## src/huff_pkg.sv

```systemverilog
/*
 * Shared constants and the walker state type for the Huffman codebook builder.
 * Node words, child entries, code words and codebook sizes are all defined here.
 * Modules pull these in with a wildcard import in their header.
 */
`default_nettype none

package huff_pkg;

    localparam int NODE_AW    = 7;            // node index, up to 128 internal nodes
    localparam int NUM_NODES  = 1 << NODE_AW;
    localparam int CHAR_W     = 8;            // character width
    localparam int NUM_CHARS  = 1 << CHAR_W;  // codebook entries
    localparam int ENTRY_W    = 9;            // one child entry
    localparam int NODE_W     = 2 * ENTRY_W;  // left entry high, right entry low
    localparam int CODE_W     = 32;           // longest code, also code word width
    localparam int LEN_W      = 6;            // code length field

    localparam int FIFO_DEPTH = 4;
    localparam int FIFO_AW    = 2;            // pointer width, wraps at depth
    localparam int FIFO_CW    = 3;            // count has to reach FIFO_DEPTH

    // child entry layout inside a node word
    localparam int LEFT_LSB   = ENTRY_W;
    localparam int RIGHT_LSB  = 0;
    localparam int INT_BIT    = ENTRY_W - 1;  // set = internal node, clear = leaf

    typedef enum logic [2:0] {
        INIT,       // idle, waiting for start
        FETCH,      // one wait cycle for the node read
        LEFT,       // take the left child
        RIGHT,      // take the right child
        TRACK,      // re-walk from the root to reload a parent
        BACKTRACK,  // pop moves until a left move is found
        FINISH      // walk complete
    } cb_state_t;

endpackage

`default_nettype wire

```

## src/htree_ram.sv

```systemverilog
/*
 * Node memory for the Huffman tree.
 * Loaded through the external write port while the walker is idle.
 * The walker's node_index is read every cycle, and node_data follows one cycle later.
 */
`timescale 1ns/1ps
`default_nettype none

module htree_ram
    import huff_pkg::*;
(
    input  logic               clk,
    input  logic               tree_we,
    input  logic [NODE_AW-1:0] tree_waddr,
    input  logic [NODE_W-1:0]  tree_wdata,
    input  logic [NODE_AW-1:0] node_index,
    output logic [NODE_W-1:0]  node_data
);

    logic [NODE_W-1:0] mem [NUM_NODES];  // undefined until the tree is loaded

    always_ff @(posedge clk) begin
        if (tree_we) begin
            mem[tree_waddr] <= tree_wdata;  // external load
        end
        node_data <= mem[node_index];  // registered read, one cycle latency
    end

endmodule

`default_nettype wire

```

## config.mk

```make
export PLATFORM = sky130hd
export DESIGN_NAME = htree_ram
export DESIGN_NICKNAME = d
export VERILOG_FILES = /design/src/huff_pkg.sv /design/src/htree_ram.sv
export SDC_FILE = /design/constraint.sdc
export NUM_CORES = 2
export LEC_CHECK = 0
export CAP_MARGIN = 20
export CORE_MARGIN = 1
export CORE_UTILIZATION = 35
export CTS_CLUSTER_SIZE = 10
export DETAILED_ROUTE_END_ITERATION = 10
export DONT_BUFFER_PORTS = 1
export PLACE_DENSITY = 0.49
export REMOVE_ABC_BUFFERS = 1
export SYNTH_ARGS = -nofsm -noshare
export SYNTH_HDL_FRONTEND = slang
export SYNTH_SLANG_ARGS = --single-unit
```

## constraint.sdc

```tcl
create_clock -name clk -period 4.39 [get_ports clk]
set_input_delay 0.439 -clock clk [delete_from_list [all_inputs] [get_ports clk]]
set_output_delay 0.439 -clock clk [all_outputs]
set_load 0.02 [all_outputs]
```

* Word level (Yosys, flattened, before mapping)
Memories as Yosys holds them, arrays and structs flattened. A register that Yosys moved wholly into a read port is not among the register bits. Cells that the tools add are included.
Operators by class: muxes and demuxes 2
Operators with widths (count):
- $mux 1 | 2
Word-level totals: word-level logic and storage cells 3, memories 1, memory bits (writable) 2304, register bits 0, input bits 34, output and inout bits 18
Memory list:
- mem | depth 128, bits a word 18, rd ports 1, clocked after memory_dff 1, wr ports 1, line htree_ram.sv:20 | logic [NODE_W-1:0] mem [NUM_NODES];

* Longest topological paths before layout
depth in word-level cells 2, depth in mapped cells 7, depth with buffers taken out 4

* Worst setup path before layout
Ideal clock, no wire load.
path kind input-to-reg, start input port node_index[1], end register node_data[10], read port of mem, arrival time 2.877 ns, library setup time 0.121 ns, path buffers 3, required time 4.269 ns, setup slack 1.392 ns, cell stages on the path 6, cells stage by stage clkbuf_1 clkbuf_1 buf_1 mux4_2 mux4_2 mux2_2
RTL lines:
- start, declared | line htree_ram.sv:16 | input logic [NODE_AW-1:0] node_index,
- end, declared | line htree_ram.sv:17 | output logic [NODE_W-1:0] node_data

==> summary.md <==
| Metric | Value |
|---|---|
| Detailed Routing Iterations Pass 1 | `5` |
| FF-to-FF setup slack | `~1300 ps` |
| Worst path top cell family by delay | `multiplexers` |
| Ys flop type | `edfxtp_1` |
| Setup crit start kind | `input pin` |
| Vias/cell | `between 5 and 6` |
| CP max stage delay | `approximately 790 ps` |
| Max Slew Vio Count | `roughly 130` |
| Core area | `roughly 250,000 µm²` |
| FF+latch count, synth | `2,322` |
| Avg Inst Size Synth | `between 20 and 30 µm²` |
| DP HPWL | `112 mm` |
| Final period utilization | `97.0%` |
| Static leakage | `30.9 nW` |
| Bufs on Longest Clock Path | `4` |
| Hold Path Class | `in -> reg` |
| Sequential area share after synthesis | `approximately 79%` |
| I/O Pins | `52` |
| Tot Pwr | `47.3 mW` |
| Critical Path Fanout Max | `between 200 and 250` |
| CTS Buf Count | `roughly 290` |
| Arr. time, crit path | `about 5100 ps` |
| Final WL | `233 mm` |
| Buf+Inv Stages, Crit Path | `3` |
| Synth warn | `0` |
| EDFF count, synth | `between 2,000 and 2,500` |
| Setup TNS | `0 ps` |
| All-Layer GR Usage | `a little under a fifth` |
| Critical Path Stages | `7` |
| Area Overhead vs Synth | `15.6%` |
| Initial antenna violation count | `29` |
| Synth cell count leaders | `edfxtp_1 (2,304), mux4_2 (756), nor2_1 (122)` |
| DR WL/cell | `between 30 and 40 µm` |
| Clock latency on the worst-skew pair | `approximately 900 ps` |
| Fmax | `~0.23 GHz` |
| Die area | `around 250,000 µm²` |
| Slew HR | `-23.1%` |
| RSZ-0062 raised after global routing | `no` |
| Synth top area share | `between 70% and 80%` |
| Antenna viol nets, final | `0` |
| H-tree Lvls | `5` |
| Die width | `504 µm` |
| Largest net degree at the start of global routing | `577` |
| R2R depth | `5` |
| Vias | `between 30,000 and 40,000` |
| Fillers | `21,639` |
| Maximum vdd drop | `between 0.4 and 0.5 mV` |
| Post-cts resize count | `0` |
| Initial Utilization | `about 35%` |
| Worst-margin pin slew | `between 1500 and 2000 ps` |
| Min Tclk post-route | `4260 ps` |
| Reg clk slew, reported paths | `60 ps` |
| Most common cell in the netlist | `edfxtp_1` |
| Final Hold Fails | `0` |
| Clock Sink Count | `roughly 2,300` |
| Pwr/cell area | `~460 nW/µm²` |
| Nets | `between 3,000 and 4,000` |
| # rows | `between 150 and 200` |
| Critical path, cell by cell | `buf_16 > buf_16 > mux4_2 > mux4_2 > mux4_2 > mux2_2 > dlygate4sd3_1` |
| Area of the mapped netlist | `between 80,000 and 90,000 µm²` |
| Worst EP required | `5190 ps` |
| Setup violations, final | `0` |
| Placer Congestion | `0.731` |
| WHS Path Cells | `2` |
| CP Class | `in -> reg` |
| Failing checks | `max-slew violations` |
| CTS tree | `yes` |
| Async set-reset flop share out of synthesis | `0%` |
| DRC viols | `0` |
| Clk_skew | `roughly 43 ps` |
| Netlist cell types | `17` |
| Final Util | `40.9%` |
| Remaining Overflow, GRT | `0` |
| Leading area contributor after synthesis | `edfxtp_1` |
| First-pass GRT wire length | `326 mm` |
| Vias in the first global route | `approximately 40,000` |
| Layout cells sized above 1 | `35.8%` |
| Synth area leaders | `edfxtp_1 (78%), mux4_2 (19%), nor2_1 (0.52%)` |
| CP max stage cell | `buf_16` |
| Iteration-0 DRC Markers | `3,956` |
| Max-cap violations | `0` |
| Status | `finished, violations left` |
| Cells after Synth | `around 3,400` |
| Die Height | `504 µm` |
| IO Port Bufs | `0` |
| Worst setup EP type | `flop` |
| Fin Hold WS | `roughly 57 ps` |
| CP most frequent cell | `mux4_2` |
| CTS root buf | `clkbuf_16` |
final cells by class:
type                            instances  area [µm²]  share of cell area (%)
Clock inverter                         18         175                   0.172
Tap cell                             3330        4170                    4.09
Clock buffer                          356        7630                    7.48
Antenna cell                            8        20.0                  0.0196
Timing Repair Buffer                  195        2150                    2.11
Sequential cell                      2322       69500                    68.2
Multi-Input combinational cell        944       18300                    17.9
cell usage in the layout, fill, tap and decap left out, drive strengths merged, types with 4 or more instances in the layout:
cell type       n
edfxtp       2304
buf           164
dlygate4sd3    30
diode           8
mux2           18
clkbuf        357
inv             4
mux4          756
dfxtp          18
nand2          14
nand3          12
nor3            9
nor2          122
nor2b           7
clkinv          9
power breakdown:
group / leakage [nW] / internal, mW / switching (mW)
Sequential: 20.9 / 24.5 / 0.139
Clock: 3.80 / 12.2 / 8.34
Combinational: 6.24 / 0.918 / 1.21
Total: 30.9 / 37.6 / 9.68
repair_timing:
| item | 4_1_cts | 5_1_grt |
|---|---|---|
| hold buffers | 51 | 0 |
| endpoints found under the setup margin | 0 | 2 |
| hold endpoints to repair | 2457 | 0 |
| setup buffers | 0 | 0 |
kinds of logic after synthesis:
family / count (synthesis) / synth area share, %
AND/OR/NAND/NOR: 170 / 0.790
flip-flops: 2322 / 78.8
multiplexers: 774 / 19.5
buffers and inverters: 183 / 0.878
metrics by stage:
stage,setup slack (ps),instances,area (µm²)
after floorplan,1730,3266,87500
after global placement,-443,6735,93100
after detailed placement,-470,6735,93100
after CTS,62.6,7160,102000
after global routing,175,7167,102000
final,130,7173,102000
sequential cells by signal, indices dropped and copies added (netlist names):
name,flops
node_data,18
mem,2304
layer usage:
| metal | part of all wire [%] | vias to the layer above | wire [µm] | global-route usage [%] |
|---|---|---|---|---|
| met1 | 43 | 21632 | 99900 | 25.4 |
| li1 | - | 15610 | - | - |
| met5 | 0.0056 | - | 13 | 0 |
| met3 | 6.4 | 282 | 15000 | 3.90 |
| met4 | 2.4 | 2 | 5570 | 5.18 |
| met2 | 48 | 1114 | 113000 | 29.4 |
worst paths after layout:
kind	startpoint	end
max	node_index[2]	node_data[7]
min	node_index[6]	node_data[14]
max reg2reg	mem[70][7]	node_data[7]
min reg2reg	mem[38][17]	node_data[17]
No activity file was read; power rests on OpenSTA's default activity.
