<file path="src/huff_pkg.sv">
/*
 * Shared constants and the walker state type for the Huffman codebook builder.
 * Node words, child entries, code words and codebook sizes are all defined here.
 * Modules pull these in with a wildcard import in their header.
 */
`default_nettype none

package huff_pkg;

    localparam int NODE_AW    = 7;            // node index, up to 128 internal nodes
    localparam int NUM_NODES  = 1 << NODE_AW;
    localparam int CHAR_W     = 8;            // character width
    localparam int NUM_CHARS  = 1 << CHAR_W;  // codebook entries
    localparam int ENTRY_W    = 9;            // one child entry
    localparam int NODE_W     = 2 * ENTRY_W;  // left entry high, right entry low
    localparam int CODE_W     = 32;           // longest code, also code word width
    localparam int LEN_W      = 6;            // code length field

    localparam int FIFO_DEPTH = 4;
    localparam int FIFO_AW    = 2;            // pointer width, wraps at depth
    localparam int FIFO_CW    = 3;            // count has to reach FIFO_DEPTH

    // child entry layout inside a node word
    localparam int LEFT_LSB   = ENTRY_W;
    localparam int RIGHT_LSB  = 0;
    localparam int INT_BIT    = ENTRY_W - 1;  // set = internal node, clear = leaf

    typedef enum logic [2:0] {
        INIT,       // idle, waiting for start
        FETCH,      // one wait cycle for the node read
        LEFT,       // take the left child
        RIGHT,      // take the right child
        TRACK,      // re-walk from the root to reload a parent
        BACKTRACK,  // pop moves until a left move is found
        FINISH      // walk complete
    } cb_state_t;

endpackage

`default_nettype wire

</file>
<file path="src/cb_synthesis.sv">
/*
 * Tree walker. It goes depth first, left before right, from root_index.
 * The path register keeps a sentinel bit plus one bit per move, newest in bit 0.
 * Each leaf sends its character, code and length on a valid/ready stream.
 * After a leaf, BACKTRACK pops moves up to the last left move. TRACK then
 * re-walks from the root to reload the parent when the walker has left it.
 */
`timescale 1ns/1ps
`default_nettype none

module cb_synthesis
    import huff_pkg::*;
(
    input  logic               clk,
    input  logic               rst,
    input  logic               start,
    input  logic [NODE_AW-1:0] root_index,
    output logic [NODE_AW-1:0] node_index,
    input  logic [NODE_W-1:0]  node_data,
    output logic               code_valid,
    input  logic               code_ready,
    output logic [CHAR_W-1:0]  code_char,
    output logic [CODE_W-1:0]  code_bits,
    output logic [LEN_W-1:0]   code_len,
    output logic               busy,
    output logic               done,
    output logic               start_accept
);

    cb_state_t          state;
    cb_state_t          after_fetch;  // state entered once node_data is valid
    logic [CODE_W:0]    path;         // sentinel + moves
    logic [LEN_W-1:0]   track_len;    // moves held in path
    logic [LEN_W-1:0]   pos;          // re-walk position
    logic [NODE_AW-1:0] root_q;
    logic               moved;        // popped a right move, parent no longer loaded

    logic [LEN_W-1:0]   trk_bit;      // path bit for the next re-walk step
    logic               go_right;
    logic [ENTRY_W-1:0] child;
    logic [CODE_W:0]    ext_path;     // path with the current move appended
    logic [LEN_W-1:0]   ext_len;
    logic [CODE_W:0]    ext_code;     // ext_path without its sentinel

    assign start_accept = start && !busy;

    always_comb begin
        trk_bit  = track_len - pos - 1'b1;
        go_right = (state == RIGHT) || (state == TRACK && pos != track_len && path[trk_bit]);
        child    = go_right ? node_data[RIGHT_LSB +: ENTRY_W] : node_data[LEFT_LSB +: ENTRY_W];
        ext_path = {path[CODE_W-1:0], state == RIGHT};
        ext_len  = track_len + 1'b1;
        ext_code = ext_path & ~({{CODE_W{1'b0}}, 1'b1} << ext_len);
    end

    always_ff @(posedge clk or posedge rst) begin
        if (rst) begin
            state       <= INIT;
            after_fetch <= LEFT;
            node_index  <= '0;
            path        <= '0;
            track_len   <= '0;
            pos         <= '0;
            moved       <= 1'b0;
            code_valid  <= 1'b0;
            busy        <= 1'b0;
            done        <= 1'b0;
        end else begin
            if (code_valid && code_ready) begin
                code_valid <= 1'b0;  // taken by the FIFO
            end
            case (state)
                INIT: begin
                    if (start_accept) begin
                        root_q      <= root_index;
                        node_index  <= root_index;
                        path        <= {{CODE_W{1'b0}}, 1'b1};  // sentinel only
                        track_len   <= '0;
                        busy        <= 1'b1;
                        done        <= 1'b0;
                        after_fetch <= LEFT;
                        state       <= FETCH;
                    end
                end
                FETCH: begin
                    state <= after_fetch;  // node_data arrives at this edge
                end
                LEFT, RIGHT: begin
                    path      <= ext_path;
                    track_len <= ext_len;
                    if (child[INT_BIT]) begin  // internal, descend
                        node_index  <= child[NODE_AW-1:0];
                        after_fetch <= LEFT;
                        state       <= FETCH;
                    end else begin  // leaf, emit
                        code_valid <= 1'b1;
                        code_char  <= child[CHAR_W-1:0];
                        code_bits  <= ext_code[CODE_W-1:0];
                        code_len   <= ext_len;
                        moved      <= 1'b0;  // node_index still holds the leaf's parent
                        state      <= BACKTRACK;
                    end
                end
                TRACK: begin
                    if (pos == track_len) begin
                        state <= RIGHT;  // parent is loaded again
                    end else begin
                        node_index  <= child[NODE_AW-1:0];
                        pos         <= pos + 1'b1;
                        after_fetch <= TRACK;
                        state       <= FETCH;
                    end
                end
                BACKTRACK: begin
                    if (!code_valid || code_ready) begin  // stall until the code is taken
                        if (track_len == '0) begin
                            state <= FINISH;  // back at the sentinel
                        end else begin
                            path      <= path >> 1;
                            track_len <= track_len - 1'b1;
                            if (path[0]) begin
                                moved <= 1'b1;  // right move, keep popping
                            end else if (moved) begin
                                node_index  <= root_q;  // reload parent from the root
                                pos         <= '0;
                                after_fetch <= TRACK;
                                state       <= FETCH;
                            end else begin
                                state <= RIGHT;  // parent still in node_data
                            end
                        end
                    end
                end
                FINISH: begin
                    busy  <= 1'b0;
                    done  <= 1'b1;
                    state <= INIT;
                end
                default: begin
                    state <= INIT;
                end
            endcase
        end
    end

    a_len_max: assert property (@(posedge clk) disable iff (rst)
        code_valid |-> code_len <= CODE_W)
        else $error("code_len above CODE_W");

    // a stalled code must reach the FIFO unchanged
    a_code_hold: assert property (@(posedge clk) disable iff (rst)
        code_valid && !code_ready |=> code_valid && $stable(code_char)
            && $stable(code_bits) && $stable(code_len))
        else $error("code fields changed under back-pressure");

    // node_index only moves on the way into FETCH, never out of it
    a_fetch_hold: assert property (@(posedge clk) disable iff (rst)
        !$stable(node_index) |-> state == FETCH && $past(state) != FETCH)
        else $error("node_index moved without a FETCH wait cycle");

endmodule

`default_nettype wire

</file>
<file path="config.mk">
export PLATFORM = sky130hd
export DESIGN_NAME = cb_synthesis
export DESIGN_NICKNAME = d
export VERILOG_FILES = /design/src/huff_pkg.sv /design/src/cb_synthesis.sv
export SDC_FILE = /design/constraint.sdc
export NUM_CORES = 1
export LEC_CHECK = 0
export BUFFER_PORTS_ARGS = -buffer_cell sky130_fd_sc_hd__buf_2
export CORE_MARGIN = 2
export CORE_UTILIZATION = 59
export CTS_BUF_LIST = sky130_fd_sc_hd__clkbuf_4
export CTS_CLUSTER_DIAMETER = 40
export DETAILED_ROUTE_END_ITERATION = 10
export GPL_TIMING_DRIVEN = 0
export PLACE_DENSITY = 0.82
export SLEW_MARGIN = 20
export SYNTH_ARGS = -nofsm -noshare
export SYNTH_HDL_FRONTEND = slang
export SYNTH_SLANG_ARGS = --single-unit
</file>
<file path="constraint.sdc">
create_clock -name clk -period 6.1 [get_ports clk]
set_clock_uncertainty 0.1 [all_clocks]
set_input_delay 0.61 -clock clk [delete_from_list [all_inputs] [get_ports clk]]
set_output_delay 0.61 -clock clk [all_outputs]
set_load 0.05 [all_outputs]
</file>
Word-level counts from Yosys, hierarchy flattened. Cells that the tools add are included.

Logic and storage cells: 120. Output and inout bits: 57. Input bits: 29. Register bits after elaboration: 115.

Multiplexer cells: 53. Shift-type cells: 1. Reductions and logical operators: 24. Add/subtract/negate cells: 5. Magnitude comparators: 1. Bitwise operators: 4. Equality and inequality tests: 18.

Operators by type and width (count): two-way mux 33 bit (3); one-hot mux 33 bit (3 select lines) (1); two-way mux 7 bit (7); two-way mux 6 bit (8); two-way mux 3 bit (12); bitwise AND 32 bit (1); inverter 32 bit (1); left shift 1 x 6 -> 32 bit, first input constant (1); one-hot mux 7 bit (4 select lines) (1); inequality test 2 bit, second input constant (9); one-hot mux 6 bit (3 select lines) (1); one-hot mux 3 bit (5 select lines) (1); adder 6 x 1 -> 6 bit, second input constant (2); one-hot mux 3 bit (4 select lines) (1); one-hot mux 6 bit (2 select lines) (1); subtractor 6 x 1 -> 6 bit, second input constant (2); two-way mux 1 bit (10); equality test 3 bit, second input constant (3); two-way mux 9 bit (1); AND reduction 3 bit (3); AND reduction 8 bit (1); less-than comparator 6 x 7 -> 1 bit, second input constant (1); binary-select mux 1 bit (select 6 bit) (1); equality test 3 x 2 -> 1 bit, second input constant (2); other kinds (21) (32).

Logic depth before layout (Yosys ltp).
Depth in word-level cells: 9. Gate-level depth with buffers: 13. Mapped depth without buffers: 12.

Least setup slack after synthesis. No wires, ideal clock.

Kind: register to register. Start: register pos[0]. End: register code_bits[0], enable pin. Setup slack: 1.027 ns. Required time: 5.550 ns. Stages on the path, launching flop included: 13. Setup time: 0.450 ns. Data arrival time: 4.523 ns. Cell sequence: dfrtp_1 -> inv_1 -> ha_1 -> inv_1 -> fa_1 -> nand2b_1 -> a21oi_1 -> xnor2_1 -> mux4_2 -> nor3_2 -> o31a_2 -> a21oi_1 -> nor2_1.

Word-level cells in the longest chain between the ends: 9. Elaborated cells between the ends (all ways): 11. Those cells by class: 2 x add/sub; 1 x eq/ne; 3 x mux; 1 x bitwise; 4 x reduce/logical.

RTL lines: start, declared (RTL line cb_synthesis.sv:34) `logic [LEN_W-1:0] pos;`; start signal, assigned (RTL line cb_synthesis.sv:109) `pos <= pos + 1'b1;`; subtractor 6 bit (RTL line cb_synthesis.sv:48) `trk_bit = track_len - pos - 1'b1;`; subtractor 6 x 1 -> 6 bit (RTL line cb_synthesis.sv:48); binary-select mux 1 bit (select 6 bit) (RTL line cb_synthesis.sv:49) `go_right = (state == RIGHT) || (state == TRACK && pos != track_len && path[trk_bit]);`; two-way mux 1 bit (implied by the code) (RTL line cb_synthesis.sv:49); logical AND 1 bit (*) (RTL line cb_synthesis.sv:49); logical OR 1 bit (*) (RTL line cb_synthesis.sv:49); two-way mux 9 bit (*) (RTL line cb_synthesis.sv:50) `child = go_right ? node_data[RIGHT_LSB +: ENTRY_W] : node_data[LEFT_LSB +: ENTRY_W];`; inverter 1 bit (no line) (*); AND reduction 3 bit (no line) (*); end signal, assigned (RTL line cb_synthesis.sv:98) `code_bits <= ext_code[CODE_W-1:0];`; end, declared (RTL line cb_synthesis.sv:23) `output logic [CODE_W-1:0] code_bits,`.

Mark *: on every way between the ends. The rest lies on a longest branch, timed or not. The select of a mux whose other input is x is not followed. A chain may end at the register's enable or synchronous reset.

Worst setup path in the final report.
Start: register track_len[1]. End: register code_bits[21], enable pin.

Word-level cells in the longest chain between the ends: 9. Elaborated cells between the ends (all ways): 11. Those cells by class: 2 x add/sub; 1 x eq/ne; 3 x mux; 1 x bitwise; 4 x reduce/logical.

RTL lines: start, declared (RTL line cb_synthesis.sv:33) `logic [LEN_W-1:0] track_len;`; start signal, assigned (RTL line cb_synthesis.sv:90) `track_len <= ext_len;`; start signal, assigned (RTL line cb_synthesis.sv:120) `track_len <= track_len - 1'b1;`; subtractor 6 bit (RTL line cb_synthesis.sv:48); subtractor 6 x 1 -> 6 bit (RTL line cb_synthesis.sv:48); binary-select mux 1 bit (select 6 bit) (RTL line cb_synthesis.sv:49); two-way mux 1 bit (implied by the code) (RTL line cb_synthesis.sv:49); logical AND 1 bit (*) (RTL line cb_synthesis.sv:49); logical OR 1 bit (*) (RTL line cb_synthesis.sv:49); two-way mux 9 bit (*) (RTL line cb_synthesis.sv:50); inverter 1 bit (no line) (*); AND reduction 3 bit (no line) (*).

Marks and branches as above.

==> results.toml <==
[floorplanning]
chipHeight_um = 103
initial_core_util = 0.600
die_area_mm2 = 0.0106
fp.dieW_um = 103
coreArea_mm2 = 0.00964
rows = 36
io_pins = 86

[drt]
drc = 0
vias = 4700
vias_per_cell = 6.16
wire_per_inst_um = 18.5
ant_nets = 0
wl_mm = 14.1
detail_route.iter0.violations = 432
first_pass_iters = 7

[synth]
yosysWarnings = 0
synth-edff-count = 53
syn_avg_cell_area_um2 = 11.3
synth_cells = 510
syn_area_mm2 = 0.00578
async_flop_share = 0.535
ys_seq_area_frac = 0.539
synth_cell_types = 54
ys.flop_type = "dfrtp_1"
synth_nets = 552
ys_ff_latch = 114

[critical_path]
timing.rr.start = "track_len[1]"
path_class = "reg -> reg"
crit_required_ns = 6.23
worstSetupEndpointType = "flip-flop"
critical_path_buf_inv_count = 2
critPathTopFamily = "simple AND/OR/NAND/NOR gates"
startpoint_type = "flip-flop"
critPathSlowestCell = "mux4_2"
path_depth = 11
cp_common_cell = "a21oi_1"
arrival_ns = 4.18
r2r_cells = 11
r2r_slack_ns = 2.05
cp_cell_sequence = "inv_1, fa_1, nand2b_1, a21oi_1, xnor2_1, mux4_2, nor3_2, o31a_2, a21oi_1, nor2_4, buf_12"
path_max_fanout = 32
slowest_delay_ns = 0.63
critPathLaunch = "track_len[1]"

[clock_network]
cts.clk_slew.worst_paths_ns = 0.11
cts_buffer_depth = 2
clkLatencyLatePin_ns = 0.54
cts_root_buffer = "clkbuf_4"
cts_tree = "done"
htree_levels = 4
numCtsBuffers = 17
cts.sink_count = 114
post_cts_buffers = 0

[global_routing]
grt_pass1_wl_mm = 22.3
grt_pass1_vias = 4479
grt_use_total = 0.280
grt_max_degree = 44
gr-total-overflow = 0
antenna_found_initial = 0

[flow_run]
cap_violations = 0

[layout]
diodes = 0
layout_commonest_cell = "buf_2"
syn2layout_area_growth_pct = 16.5
drive_above_1_share = 0.241
final_cell_area_mm2 = 0.00673
seq_area_mm2 = 0.00312
nFillCells = 747
final_cell_mix = "buf_2, nor2_1, dfrtp_1"
multi_input_area_mm2 = 0.00245
final_nets = 659
utilization = 0.699

[sta]
fin_crit_ns = 4.05
slew_violations = 0
tightest_slew_ns = 0.932
setup_viol = 0
finalCritPeriodShare = 0.663
fmax_mhz = 247
fin_setup_tns_ns = 0
final_hold_viol_count = 0
rsz0062_at_grt = "false"
relSlewSlack = 0.374

[place]
gp_congestion = 0.901
place.detailed.hpwl_mm = 9.91
portBuffers = 85
placed_area_mm2 = 0.00642

[status]
status = "completed"

[min_path]
whs_path_depth = 1
worstHoldStart = "root_index[3]"
hold_class = "in -> reg"

[pwr]
p_leak_nw = 2.72
peakVddDrop_mv = 0.303
power_density_mw_per_mm2 = 584
-- final cells by class --
class	count	area share
flip-flops and latches	114	0.463
multi-input cells	347	0.364
repair buffers	88	0.0706
well taps	133	0.0247
clock inverters	14	0.0245
plain buffers	27	0.0204
clock buffers	18	0.0201
inverters	22	0.0126
-- timing repair --
action                                 CTS  global route
resized for setup                        0             0
hold buffers                             1             0
endpoints found under the hold margin   18             0
-- path summary, 6_finish.rpt --
path                             endpoint
max                         code_bits[21]
min                             root_q[3]
max reg2reg                 code_bits[21]
min reg2reg                 node_index[4]
max in group asynchronous  after_fetch[1]
min in group asynchronous   node_index[3]
-- state kept, by name, summed over array words and instances, names as in the netlist, 2 cells and up --
name / flops
root_q: 7
node_index: 7
after_fetch: 2
state: 3
code_char: 8
code_len: 6
path: 33
pos: 6
track_len: 6
code_bits: 32
-- per-stage QoR --
step / hold slack [ns] / cells / power (W) / setup slack, ns
global placement: 0.389 / 728 / 0.00322 / 0.103
global route: 0.149 / 763 / 0.00415 / 1.81
floorplan: 0.386 / 510 / 0.00278 / 1.03
CTS: 0.145 / 763 / 0.00390 / 2.07
detailed placement: 0.399 / 730 / 0.00330 / 2.11
finish: 0.171 / 763 / 0.00393 / 2.05
-- where the power goes --
part	internal (W)	switching [W]	total [W]
registers	0.00109	0.000234	0.00133
clock network	0.000286	0.000302	0.000588
logic	0.000758	0.00126	0.00201
-- logic make-up (layout without fill, tap and decap cells) --
family          after synthesis  in the layout  synth area share
compound gates              164            164             0.194
fa+ha+maj                    13             13            0.0294
mux                          28             28            0.0764
flops                       114            114             0.539
xor+xnor                     12             12            0.0182
simple gates                130            130             0.105
buf+inv                      49            169            0.0381
-- layer usage --
layer	track usage	part of all wire	wire length, µm
met3	0.0556	0.085	1200
met1	0.374	0.40	5670
met4	0.131	0.029	414
met2	0.447	0.48	6840
met5	0	0	0
-- cells in the mapped netlist, types with 2 or more instances --
cell type	instances	area share
dfrtp_1	60	0.26
a21oi_1	42	0.036
o21ai_0	14	0.012
nor3_2	2	0.0035
or2_2	3	0.0032
a22oi_1	34	0.044
nand2b_1	9	0.0097
clkbuf_1	22	0.014
nand4_1	2	0.0022
mux2i_1	4	0.0069
a32oi_1	7	0.011
nor3_1	6	0.0052
ha_1	12	0.026
o211ai_1	7	0.0091
nor2b_1	3	0.0032
nor2_1	65	0.042
mux2_2	15	0.029
a22o_1	2	0.0030
o22ai_1	7	0.0076
nand3b_1	2	0.0026
xor2_1	5	0.0076
mux4_1	8	0.036
buf_6	2	0.0039
xnor2_1	7	0.011
o2111ai_1	7	0.011
nand2_1	20	0.013
inv_1	22	0.014
edfxtp_1	53	0.28
nand3_1	8	0.0069
a211oi_1	3	0.0039
or3_1	2	0.0022
a21boi_0	32	0.042
o31ai_1	2	0.0026
No activity file was read; power rests on OpenSTA's default activity.
