File: config.mk
export PLATFORM = sky130hd
export DESIGN_NAME = code_fifo
export DESIGN_NICKNAME = d
export VERILOG_FILES = /design/src/huff_pkg.sv /design/src/code_fifo.sv
export SDC_FILE = /design/constraint.sdc
export NUM_CORES = 1
export LEC_CHECK = 0
export ABC_AREA = 1
export ABC_CLOCK_PERIOD_IN_PS = 3300
export BUFFER_PORTS_ARGS = -buffer_cell sky130_fd_sc_hd__buf_2
export CAP_MARGIN = 20
export CORE_MARGIN = 4
export CORE_UTILIZATION = 45
export CTS_CLUSTER_SIZE = 16
export DETAILED_ROUTE_END_ITERATION = 7
export GPL_TIMING_DRIVEN = 0
export PLACE_DENSITY = 0.65
export SYNTH_ARGS = -nofsm -noshare
export SYNTH_HDL_FRONTEND = slang
export SYNTH_SLANG_ARGS = --single-unit
export TNS_END_PERCENT = 50
File: constraint.sdc
create_clock -name clk -period 3.3 [get_ports clk]
set_input_delay 0.66 -clock clk [delete_from_list [all_inputs] [get_ports clk]]
set_output_delay 0.66 -clock clk [all_outputs]
set_load 0.01 [all_outputs]
File: src/huff_pkg.sv
/*
 * Shared constants and the walker state type for the Huffman codebook builder.
 * Node words, child entries, code words and codebook sizes are all defined here.
 * Modules pull these in with a wildcard import in their header.
 */
`default_nettype none

package huff_pkg;

    localparam int NODE_AW    = 7;            // node index, up to 128 internal nodes
    localparam int NUM_NODES  = 1 << NODE_AW;
    localparam int CHAR_W     = 8;            // character width
    localparam int NUM_CHARS  = 1 << CHAR_W;  // codebook entries
    localparam int ENTRY_W    = 9;            // one child entry
    localparam int NODE_W     = 2 * ENTRY_W;  // left entry high, right entry low
    localparam int CODE_W     = 32;           // longest code, also code word width
    localparam int LEN_W      = 6;            // code length field

    localparam int FIFO_DEPTH = 4;
    localparam int FIFO_AW    = 2;            // pointer width, wraps at depth
    localparam int FIFO_CW    = 3;            // count has to reach FIFO_DEPTH

    // child entry layout inside a node word
    localparam int LEFT_LSB   = ENTRY_W;
    localparam int RIGHT_LSB  = 0;
    localparam int INT_BIT    = ENTRY_W - 1;  // set = internal node, clear = leaf

    typedef enum logic [2:0] {
        INIT,       // idle, waiting for start
        FETCH,      // one wait cycle for the node read
        LEFT,       // take the left child
        RIGHT,      // take the right child
        TRACK,      // re-walk from the root to reload a parent
        BACKTRACK,  // pop moves until a left move is found
        FINISH      // walk complete
    } cb_state_t;

endpackage

`default_nettype wire

File: src/code_fifo.sv
/*
 * FIFO for the code stream between the walker and the codebook writer.
 * Valid/ready on both sides. Full after FIFO_DEPTH entries, and an entry
 * written on one edge shows on out_valid in the cycle after it.
 */
`timescale 1ns/1ps
`default_nettype none

module code_fifo
    import huff_pkg::*;
(
    input  logic              clk,
    input  logic              rst,
    input  logic              in_valid,
    output logic              in_ready,
    input  logic [CHAR_W-1:0] in_char,
    input  logic [CODE_W-1:0] in_bits,
    input  logic [LEN_W-1:0]  in_len,
    output logic              out_valid,
    input  logic              out_ready,
    output logic [CHAR_W-1:0] out_char,
    output logic [CODE_W-1:0] out_bits,
    output logic [LEN_W-1:0]  out_len
);

    logic [CHAR_W-1:0]  char_mem [FIFO_DEPTH];
    logic [CODE_W-1:0]  bits_mem [FIFO_DEPTH];
    logic [LEN_W-1:0]   len_mem  [FIFO_DEPTH];
    logic [FIFO_AW-1:0] wr_ptr;
    logic [FIFO_AW-1:0] rd_ptr;
    logic [FIFO_CW-1:0] count;
    logic               wr_en;
    logic               rd_en;

    assign in_ready  = (count != FIFO_CW'(FIFO_DEPTH));
    assign out_valid = (count != '0);
    assign wr_en     = in_valid && in_ready;
    assign rd_en     = out_valid && out_ready;
    assign out_char  = char_mem[rd_ptr];  // head entry
    assign out_bits  = bits_mem[rd_ptr];
    assign out_len   = len_mem[rd_ptr];

    always_ff @(posedge clk) begin
        if (wr_en) begin
            char_mem[wr_ptr] <= in_char;
            bits_mem[wr_ptr] <= in_bits;
            len_mem[wr_ptr]  <= in_len;
        end
    end

    always_ff @(posedge clk or posedge rst) begin
        if (rst) begin
            wr_ptr <= '0;
            rd_ptr <= '0;
            count  <= '0;
        end else begin
            if (wr_en) begin
                wr_ptr <= wr_ptr + 1'b1;  // wraps at FIFO_DEPTH
            end
            if (rd_en) begin
                rd_ptr <= rd_ptr + 1'b1;
            end
            count <= count + FIFO_CW'(wr_en) - FIFO_CW'(rd_en);
        end
    end

    // a write refused while full is retried by the walker, not dropped
    a_full_hold: assert property (@(posedge clk) disable iff (rst)
        in_valid && !in_ready |=> in_valid && $stable(in_char) && $stable(in_bits))
        else $error("entry lost while FIFO full");

    a_empty_ptr: assert property (@(posedge clk) disable iff (rst)
        count == '0 |-> wr_ptr == rd_ptr)
        else $error("FIFO pointers apart while empty");

endmodule

`default_nettype wire

Yosys cells after proc, flatten, opt, wreduce, memory -nomap -nowiden
Memories as Yosys holds them, arrays and structs flattened.
Index checks and enable logic that the tools add are counted.
- $add $sub $neg: 4
- equality and inequality tests: 1
- muxes and demuxes: 2
- reduce and logical (&&, ||, !) cells: 3
- operators by type and width (operator ; count):
    adder 2 x 1 -> 2 bit (second input constant) ; 2
    adder 3 x 1 -> 3 bit ; 1
    inequality test 3 bit (second input constant) ; 1
    nonzero test 3 bit ; 1
    subtractor 3 x 1 -> 3 bit ; 1
    logical AND 1 bit ; 2
    2-to-1 mux 1 bit ; 2
- flip-flop bits (word level): 7
- memory bits (writable): 184
- input port bits: 50
- output and inout port bits: 48
- word-level logic and storage cells: 16
- memories kept: 3
- memory list (name ; depth ; width ; read ports ; clocked after memory_dff ; wr ports ; line ; source):
    bits_mem ; 4 ; 32 ; 1 ; 0 ; 1 ; code_fifo.sv:27 ; logic [CODE_W-1:0] bits_mem [FIFO_DEPTH];
    char_mem ; 4 ; 8 ; 1 ; 0 ; 1 ; code_fifo.sv:26 ; logic [CHAR_W-1:0] char_mem [FIFO_DEPTH];
    len_mem ; 4 ; 6 ; 1 ; 0 ; 1 ; code_fifo.sv:28 ; logic [LEN_W-1:0] len_mem [FIFO_DEPTH];

Logic depth before layout (Yosys ltp)
Gate-level depths: netlist of run 1.
- depth after elaboration: 4
- gate-level depth with buffers: 12
- gate-level depth less buffers: 12

Worst setup path after synthesis of run 1
OpenSTA, ideal clock, no wires.
- path type: input port to flip-flop
- start point: in in_valid
- end point: mem bits_mem[0][0] (enable)
- data arrival time: 2.746 ns
- data required time: 2.850 ns
- path slack: 0.104 ns
- cell stages on the path: 2
- buffers on the path: 0
- cells stage by stage: nand2_1 > nor2_1
- cells in the longest elaborated chain, start to end: 3
- ends and longest elaborated chain (item ; line ; source):
    start, declared ; code_fifo.sv:14 ; input logic in_valid,
    logical AND 1 bit ; code_fifo.sv:37 ; assign wr_en = in_valid && in_ready;
    2-to-1 mux 1 bit ; code_fifo.sv:44 ; if (wr_en) begin
    2-to-1 mux 1 bit (not written as such) ; code_fifo.sv:46 ; bits_mem[wr_ptr] <= in_bits;
    end, declared ; code_fifo.sv:27 ;
Every way passes these cells.

Worst setup path in the final report of run 1
- start point: reg rd_ptr[1]
- end point: out out_bits[25]
- cells in the longest elaborated chain, start to end: 1
- ends and longest elaborated chain (item ; line ; source):
    start, declared ; code_fifo.sv:30 ; logic [FIFO_AW-1:0] rd_ptr;
    start signal, assigned ; code_fifo.sv:61 ; rd_ptr <= rd_ptr + 1'b1;
    memory read (4 x 32 bit) ; -- ;
    end, declared ; code_fifo.sv:22 ; output logic [CODE_W-1:0] out_bits,
Every way passes these cells.

==> flow_summary.toml, run 1 <==
[outcome]
status = "finished clean"

[cells_and_area]
layout-drive-gt1-share_pct = 19.46
antenna_cells = 0
fin_util_pct = 54.94
area_delta_synth_final_pct = 19.40
fillers = 1390
nets = 820

[sta]
final_hold_viol_count = 0
rsz0062_at_grt = "no"
fin_crit_sh_pct = 82.89
setup-tns-final_ns = 0
final.min_clock_period_ns = 2.735
relSlewSlack_pct = 47.71
fin_skew_ns = 0.005726
tightest_slew_ns = 0.7825
setup_viol = 0
fmax_ghz = 0.3656
slew_violations = 0
fin_ws_ns = 0.5647

[grt]
antenna_found_initial = 1
grt_pass1_wl_um = 26460
grt_max_degree = 27
grt_pass1_vias = 5064
grt_util_all_layers_pct = 17.86
grt-ovfl-total = 0

[die]
core_um2 = 16640
initial_utilization_pct = 46.01
rows = 47
boundaryPins = 98
dieArea_um2 = 19170
die_height_um = 138.4
die_w_um = 138.4

[clocking]
cts_resized = 0
cts_buffer_depth = 2
path_clk_slew_ns = 0.07
cts_hold_buf = 0
cts_tree = "done"
cts_buffers = 17
cts-root-buf = "clkbuf_16"
cts.sinks = 191
htreeDepth = 4
post_cts_buffers = 0
clock_latency_ns = 0.42

[route]
avgViaCountPerCell = 4.889
drtPass1Iterations = 5
wl_per_cell_um = 16.84
vias = 4869
drc = 0
drt_iter0_markers = 265
wl_um = 16770
postRouteAntennaNets = 0

[logic_synthesis]
synth_top_family_by_area = "simple AND/OR/NAND/NOR gates"
yosys-top-cells-count = "184 x edfxtp_1, 157 x nand2_1, 97 x nor2_1"
async_reset_ff_share_pct = 3.665
syn-num-nets = 699
synth.most_common_cell = "edfxtp_1"
synth.top_cell.area_share_pct = 72.16
synth_xor_area_share_pct = 0
ys_ff_latch = 191
yosys-top-cells-area = "edfxtp_1 72%, nand2_1 7.7%, o21ai_0 5.6%"
ys_seq_area_share_pct = 74.44
synth_compound_area_share_pct = 6.013
synth_edf_count = 184
synth_fa_ha_area_share_pct = 1.242
synthMuxAreaShare_pct = 0
syn_area_um2 = 7657
synth_top_cell_by_area = "edfxtp_1"
ys_types = 16
synthCells = 642
synthSimpleGateAreaFrac_pct = 12.78
avgSynthCellArea_um2 = 11.93
ys.flop_type = "edfxtp_1"
yosys_warnings = 0

[worst_setup_path]
critical_path_arrival_ns = 2.08
setup.worst_path.end_class = "primary output"
crit_buf_inv = 4
startpoint_type = "flop"
crit_slowest_cell = "clkbuf_1"
cpLargestDelayFamily = "buffers and inverters"
crit_required_ns = 2.64
crit_chain = "inv_1, buf_2, clkbuf_1, nand2_1, nand2_1, buf_2"
cp_slowest_stage_delay_ns = 0.50
cp_max_fo = 10
critical_path_class = "flop to primary output"

[placed_design]
pre_cts_ws_ns = 0.8802
gp_congestion = 0.7800
post-dp-hpwl_um = 10640
port_buffers = 97

[pwr]
total_power_mw = 8.389
p_leak_nw = 3.713
cellPowerDensity_nw_per_um2 = 917.6
peakVddDrop_uv = 453.1

[min_path]
hold_class = "primary input to asynchronous set/reset pin"

[job]
cap_violations = 0
worst register-to-register path, delay by kind of cell (launching register included):
family                   cells  cell delay [ns]
buffers and inverters        2             0.10
flip-flops                   1             0.43
AND/OR/NAND/NOR              5             0.87
adder cells (fa/ha/maj)      3             0.84
final timing paths:
| kind | from | end | slack [ns] | cells after the start |
|---|---|---|---|---|
| worst min-delay path | rst | count[1] | 0.17 | 2 |
| worst min register to register | rd_ptr[1] | rd_ptr[1] | 0.49 | 2 |
| min in group clk | in_bits[5] | bits_mem[3][5] | 0.44 | 1 |
| worst max-delay path | rd_ptr[1] | out_bits[25] | 0.56 | 6 |
| max in group asynchronous | rst | rd_ptr[1] | 2.90 | 2 |
| worst max register to register | count[1] | count[2] | 0.95 | 10 |
layout make-up:
class | instances | area, um2 | share of cell area [%]
Buffer | 30 | 186.4 | 2.039
Inverter | 63 | 236.5 | 2.587
Timing Repair Buffer | 102 | 600.6 | 6.569
Sequential cell | 191 | 5700 | 62.35
Clock inverter | 13 | 146.4 | 1.601
Clock buffer | 19 | 432.9 | 4.735
Multi-Input combinational cell | 358 | 1564 | 17.11
Tap cell | 220 | 275.3 | 3.011
metrics by stage:
step           instance area [um2]  hold WS [ns]  instances
2_1_floorplan                 7657        0.4415        642
3_3_place_gp                  8418        0.4657        959
3_5_place_dp                  8563        0.4864        964
4_1_cts                       9143        0.1666        996
5_1_grt                       9143        0.1883        996
6_report                      9143        0.1690        996
sequential cells by signal, indices dropped and copies added, names as in the netlist:
| name | flops |
|---|---|
| rd_ptr | 2 |
| wr_ptr | 2 |
| char_mem | 32 |
| count | 3 |
| len_mem | 24 |
| bits_mem | 128 |
logic make-up (layout without fill, tap and decap cells):
logic type,Yosys count,after routing
compound gates,92,92
buf+inv,93,227
flops,191,191
simple gates,259,259
fa+ha+maj,7,7
placed cells by master (no fill, tap or decap), types with 6 or more instances in the layout:
cell | netlist | routed
nand2_1 | 157 | 157
edfxtp_1 | 184 | 184
dfrtp_1 | 7 | 7
nor2_1 | 97 | 93
clkbuf_16 | 0 | 17
ha_1 | 6 | 6
o21ai_1 | 6 | 6
buf_6 | 6 | 6
clkbuf_1 | 11 | 13
o21ai_0 | 86 | 86
buf_2 | 6 | 103
inv_1 | 62 | 62
power breakdown:
group	internal (mW)	switching (mW)	total (mW)
registers	3.19	0.136	3.33
logic	1.02	2.03	3.05
clock network	1.18	0.831	2.01
total	5.39	2.99	8.39
routing by layer:
layer,global-route usage (%),vias up,wire length [um]
met5,0,-,12
met4,7.020,2,301
met3,4.869,29,1026
met2,29.80,147,8354
met1,22.28,2312,7073
li1,-,2379,-
(Power assumes the default switching activity.)
==> run 2, diff against run 1 <==
--- a/config.mk
+++ b/config.mk
@@ -6,7 +6,7 @@
 export NUM_CORES = 1
 export LEC_CHECK = 0
 export ABC_AREA = 1
-export ABC_CLOCK_PERIOD_IN_PS = 3300
+export ABC_CLOCK_PERIOD_IN_PS = 2700
 export BUFFER_PORTS_ARGS = -buffer_cell sky130_fd_sc_hd__buf_2
 export CAP_MARGIN = 20
 export CORE_MARGIN = 4
==> constraint.sdc (replaced) <==
create_clock -name clk -period 2.7 [get_ports clk]
set_input_delay 0.54 -clock clk [delete_from_list [all_inputs] [get_ports clk]]
set_output_delay 0.54 -clock clk [all_outputs]
set_load 0.01 [all_outputs]
==> run 2 against run 1 <==
  * Power grew 22%
  * Flip-flop and latch count is the same
  * Critical path depth is the same
  * Non-clock buffer count is the same
  * Die area is the same
  * Clock skew is essentially flat
==> flow_summary.toml, run 2 (synthesis results as in run 1) <==
[outcome]
status = "finished clean"

[clocking]
cts.sinks = 191
path_clk_slew_ns = 0.07
cts-root-buf = "clkbuf_16"
cts_buffers = 17
cts_tree = "done"
htreeDepth = 4
clock_latency_ns = 0.42
cts_buffer_depth = 2
post_cts_buffers = 0

[cells_and_area]
regMostFlops = "bits_mem"
nets = 820
final_common_cell = "edfxtp_1"
layout-drive-gt1-share_pct = 19.85
final_cell_mix = "184 x edfxtp_1, 157 x nand2_1, 103 x buf_2, 93 x nor2_1, 86 x o21ai_0"
reg_top3 = "bits_mem x128, char_mem x32, len_mem x24"
fin_util_pct = 54.96
stdcell_count = 996
largest_reg_flops = 128
antenna_cells = 0
area_delta_synth_final_pct = 19.44

[grt]
grt_pass1_wl_um = 26460
antenna_found_initial = 1
grt_max_degree = 27
grt_pass1_vias = 5064
grt_util_all_layers_pct = 17.86
grt-ovfl-total = 0

[placed_design]
gp_congestion = 0.7800
port_buffers = 97
place_inst = 964
post-dp-hpwl_um = 10640

[worst_setup_path]
cp_max_fo = 10
ff2ff_setup_slack_ns = 0.35
rr_worst_depth = 10
crit_required_ns = 2.16
crit_slowest_cell = "clkbuf_1"
crit_buf_inv = 4
cp_num_cells = 6
crit_chain = "inv_1, buf_2, clkbuf_1, nand2_1, nand2_1, buf_2"
setup.worst_path.end_class = "primary output"
r2r_end = "count[2]"
startpoint_type = "flop"
cp_slowest_stage_delay_ns = 0.48
critical_path_class = "flop to primary output"
regToRegStartpoint = "count[1]"
cpLargestDelayFamily = "buffers and inverters"
critical_path_arrival_ns = 2.02

[min_path]
hold_class = "primary input to asynchronous set/reset pin"

[sta]
setup_viol = 0
final_hold_viol_count = 0
rsz0062_at_grt = "no"
final.min_clock_period_ns = 2.562
slew_violations = 0
fin_skew_ns = 0.006018
tightest_slew_ns = 0.7853
relSlewSlack_pct = 47.52
fmax_ghz = 0.3903
fin_crit_sh_pct = 94.90

[die]
die_w_um = 138.4
boundaryPins = 98
core_um2 = 16640
rows = 47
dieArea_um2 = 19170
initial_utilization_pct = 46.01
die_height_um = 138.4

[route]
postRouteAntennaNets = 0
avgViaCountPerCell = 4.891
wl_per_cell_um = 16.86
drt_iter0_markers = 264
wl_um = 16790
drtPass1Iterations = 5
drc = 0
vias = 4871

[pwr]
peakVddDrop_uv = 553.7
cellPowerDensity_nw_per_um2 = 1122
p_leak_nw = 3.721
total_power_mw = 10.26

[job]
cap_violations = 0
## run 2: power breakdown
group / leakage, nW / internal [mW] / switching (mW)
registers: 1.77 / 3.90 / 0.167
clock network: 0.275 / 1.44 / 1.02
logic: 1.68 / 1.26 / 2.48
total: 3.72 / 6.60 / 3.66
## run 2: what timing repair did
item	4_1_cts	5_1_grt
hold buffers	0	0
gates resized for setup	0	6
endpoints found under the setup margin	0	23
## run 2: stage by stage
step	setup TNS (ns)	worst slack (ns)	instance area (um2)	hold WS [ns]
floorplan	-87.84	-0.4774	7657	0.3434
global placement	-398.19	-2.217	8418	0.4657
detailed placement	0	0.3797	8563	0.4864
CTS	0	0.06956	9143	0.04655
global route	0	0.01060	9146	0.06835
finish	0	0.1377	9146	0.04878
## run 2: worst max path at each step
stage,endpoint,start,slack (ns)
floorplan,bits_mem[0][0],count[1],-0.48
global placement,bits_mem[0][18],in_valid,-2.22
detailed placement,count[2],count[1],0.38
CTS,out_bits[20],rd_ptr[1],0.07
global route,out_char[2],rd_ptr[1],0.01
finish,out_char[2],rd_ptr[1],0.14
## run 2: cell type report
type                       count  area, um2
fill                        1389       7496
sequential                   191       5700
multi-input combinational    358       1564
timing repair buffer         102      600.6
clock buffer                  19      432.9
tap                          220      275.3
inverter                      63      236.5
buffer                        30      190.2
clock inverter                13      146.4
## run 2: layer usage
| layer | track usage, % | routed length, um | up-vias |
|---|---|---|---|
| li1 | - | - | 2378 |
| met1 | 22.28 | 7049 | 2314 |
| met2 | 29.80 | 8370 | 148 |
| met3 | 4.869 | 1052 | 29 |
| met4 | 7.020 | 307 | 2 |
| met5 | 0 | 12 | - |
## run 2: worst register-to-register path, delay by kind of cell, from the launching register on
family	cells	cell delay [ns]
simple gates	5	0.87
fa+ha+maj	3	0.84
flops	1	0.43
buf+inv	2	0.10
==> run 3, diff against run 2 <==
--- a/config.mk
+++ b/config.mk
@@ -14,7 +14,7 @@
 export CTS_CLUSTER_SIZE = 16
 export DETAILED_ROUTE_END_ITERATION = 7
 export GPL_TIMING_DRIVEN = 0
-export PLACE_DENSITY = 0.65
+export PLACE_DENSITY = 0.64
 export SYNTH_ARGS = -nofsm -noshare
 export SYNTH_HDL_FRONTEND = slang
 export SYNTH_SLANG_ARGS = --single-unit
==> run 3 against run 2 <==
  * Non-clock buffer count decreased by 1
  * Register-to-register slack got worse by 0.10 ns
  * Hold slack got worse by 0.012 ns
  * Utilization decreased by 0.26 points
  * Power decreased by 0.47%
  * Critical endpoint is now out_len[2]
  * Sequential power about the same
  * Setup slack improved by 0.012 ns
==> flow_summary.toml, run 3 (synthesis results as in run 1) <==
[worst_setup_path]
critical_path_arrival_ns = 2.01
critical_path_class = "flop to primary output"
cpLargestDelayFamily = "buffers and inverters"
setup.worst_path.end_class = "primary output"
crit_slowest_cell = "clkbuf_1"
crit_buf_inv = 4
cp_slowest_stage_delay_ns = 0.47
crit_required_ns = 2.16
crit_chain = "inv_1, buf_2, clkbuf_1, nand2_1, nand2_1, buf_2"
cp_max_fo = 10
startpoint_type = "flop"

[cells_and_area]
stdcell_count = 996
layout-drive-gt1-share_pct = 20.00
final_common_cell = "edfxtp_1"
area_delta_synth_final_pct = 18.87
regMostFlops = "bits_mem"
nets = 819
area.sequential_um2 = 5700
final_cell_mix = "184 x edfxtp_1, 157 x nand2_1, 103 x buf_2, 93 x nor2_1, 86 x o21ai_0"
multi_input_area_um2 = 1564
largest_reg_flops = 128
fillers = 1381
reg_top3 = "bits_mem x128, char_mem x32, len_mem x24"
final_cell_area_um2 = 9102

[outcome]
status = "finished clean"

[grt]
grt_pass1_vias = 4983
grt_util_all_layers_pct = 17.84
grt_pass1_wl_um = 26300
grt_max_degree = 27
grt-ovfl-total = 0
antenna_found_initial = 1

[clocking]
cts_tree = "done"
cts-root-buf = "clkbuf_16"
cts_resized = 0
cts_buffer_depth = 2
cts_buffers = 17
cts.sinks = 191
clock_latency_ns = 0.43
cts_hold_buf = 0
post_cts_buffers = 0
htreeDepth = 4
path_clk_slew_ns = 0.07

[pwr]
switching_share_pct = 36.38
p_leak_nw = 3.703
p_sw_mw = 3.716
internal-power_mw = 6.499
seq_power_share_pct = 39.8
cellPowerDensity_nw_per_um2 = 1122
pwr-share-comb_pct = 36.2
p_clk_share_pct = 23.9
peakVddDrop_uv = 581.3

[die]
rows = 47
core_um2 = 16640
die_height_um = 138.4
initial_utilization_pct = 46.01
dieArea_um2 = 19170
boundaryPins = 98
die_w_um = 138.4

[sta]
fmax_ghz = 0.3921
setup_viol = 0
final.min_clock_period_ns = 2.551
relSlewSlack_pct = 32.52
slew_violations = 0
fin_crit_sh_pct = 94.46
final_hold_viol_count = 0
tightest_slew_ns = 1.010
rsz0062_at_grt = "no"
fin_skew_ns = 0.007428

[route]
drtPass1Iterations = 5
drt_iter0_markers = 300
wl_um = 17020
vias = 4972
avgViaCountPerCell = 4.992
postRouteAntennaNets = 0
wl_per_cell_um = 17.08
drc = 0

[placed_design]
port_buffers = 97
post-dp-hpwl_um = 10610
place_area_um2 = 8528
gp_congestion = 0.7944
place_inst = 963

[min_path]
hold_class = "primary input to asynchronous set/reset pin"

[job]
cap_violations = 0
run 3: path summary, 6_finish.rpt:
kind | start | to | slack, ns | cells past startpoint
setup / recovery | rd_ptr[1] | out_len[2] | 0.15 | 6
hold / removal | rst | count[1] | 0.04 | 2
setup reg to reg | count[1] | bits_mem[2][22] | 0.25 | 5
hold reg to reg | rd_ptr[1] | rd_ptr[1] | 0.48 | 2
max in group asynchronous | rst | rd_ptr[1] | 2.44 | 2
min in group clk | in_bits[31] | bits_mem[2][31] | 0.32 | 1
run 3: per-stage QoR:
stage          setup WS (ns)  TNS, ns  hold WS [ns]  power, mW  utilization [%]
2_1_floorplan        -0.4774   -87.84        0.3434      6.336                -
3_3_place_gp          -2.171  -390.44        0.4720      7.730            50.58
3_5_place_dp          0.2515        0        0.4729      7.891            51.24
4_1_cts              0.09283        0       0.02370      10.33            54.67
5_1_grt             0.009049        0       0.03339      10.87            54.68
6_report              0.1495        0       0.03666      10.21            54.70
run 3: cell type report:
cell class                      instances  area share [%]
Tap cell                              220           3.024
Antenna cell                            1         0.02749
Clock buffer                           19           4.756
Clock inverter                         13           1.498
Sequential cell                       191           62.63
Timing Repair Buffer                  101           6.213
Buffer                                 30           2.076
Multi-Input combinational cell        358           17.18
Inverter                               63           2.598
run 3: layer usage:
layer | global-route usage (%) | share of wire, %
met2 | 30.32 | 50
met3 | 5.076 | 6.2
met5 | 0 | 0.076
met1 | 22.23 | 42
met4 | 5.668 | 1.4
run 3: power groups by stage:
stage	combinational, mW	clock [mW]	sequential (mW)
final	3.70	2.44	4.07
after global routing	4.15	2.61	4.11
after CTS	3.77	2.48	4.07
after detailed placement	3.76	0	4.13
after global placement	3.55	0	4.18
after floorplan	2.22	0	4.12
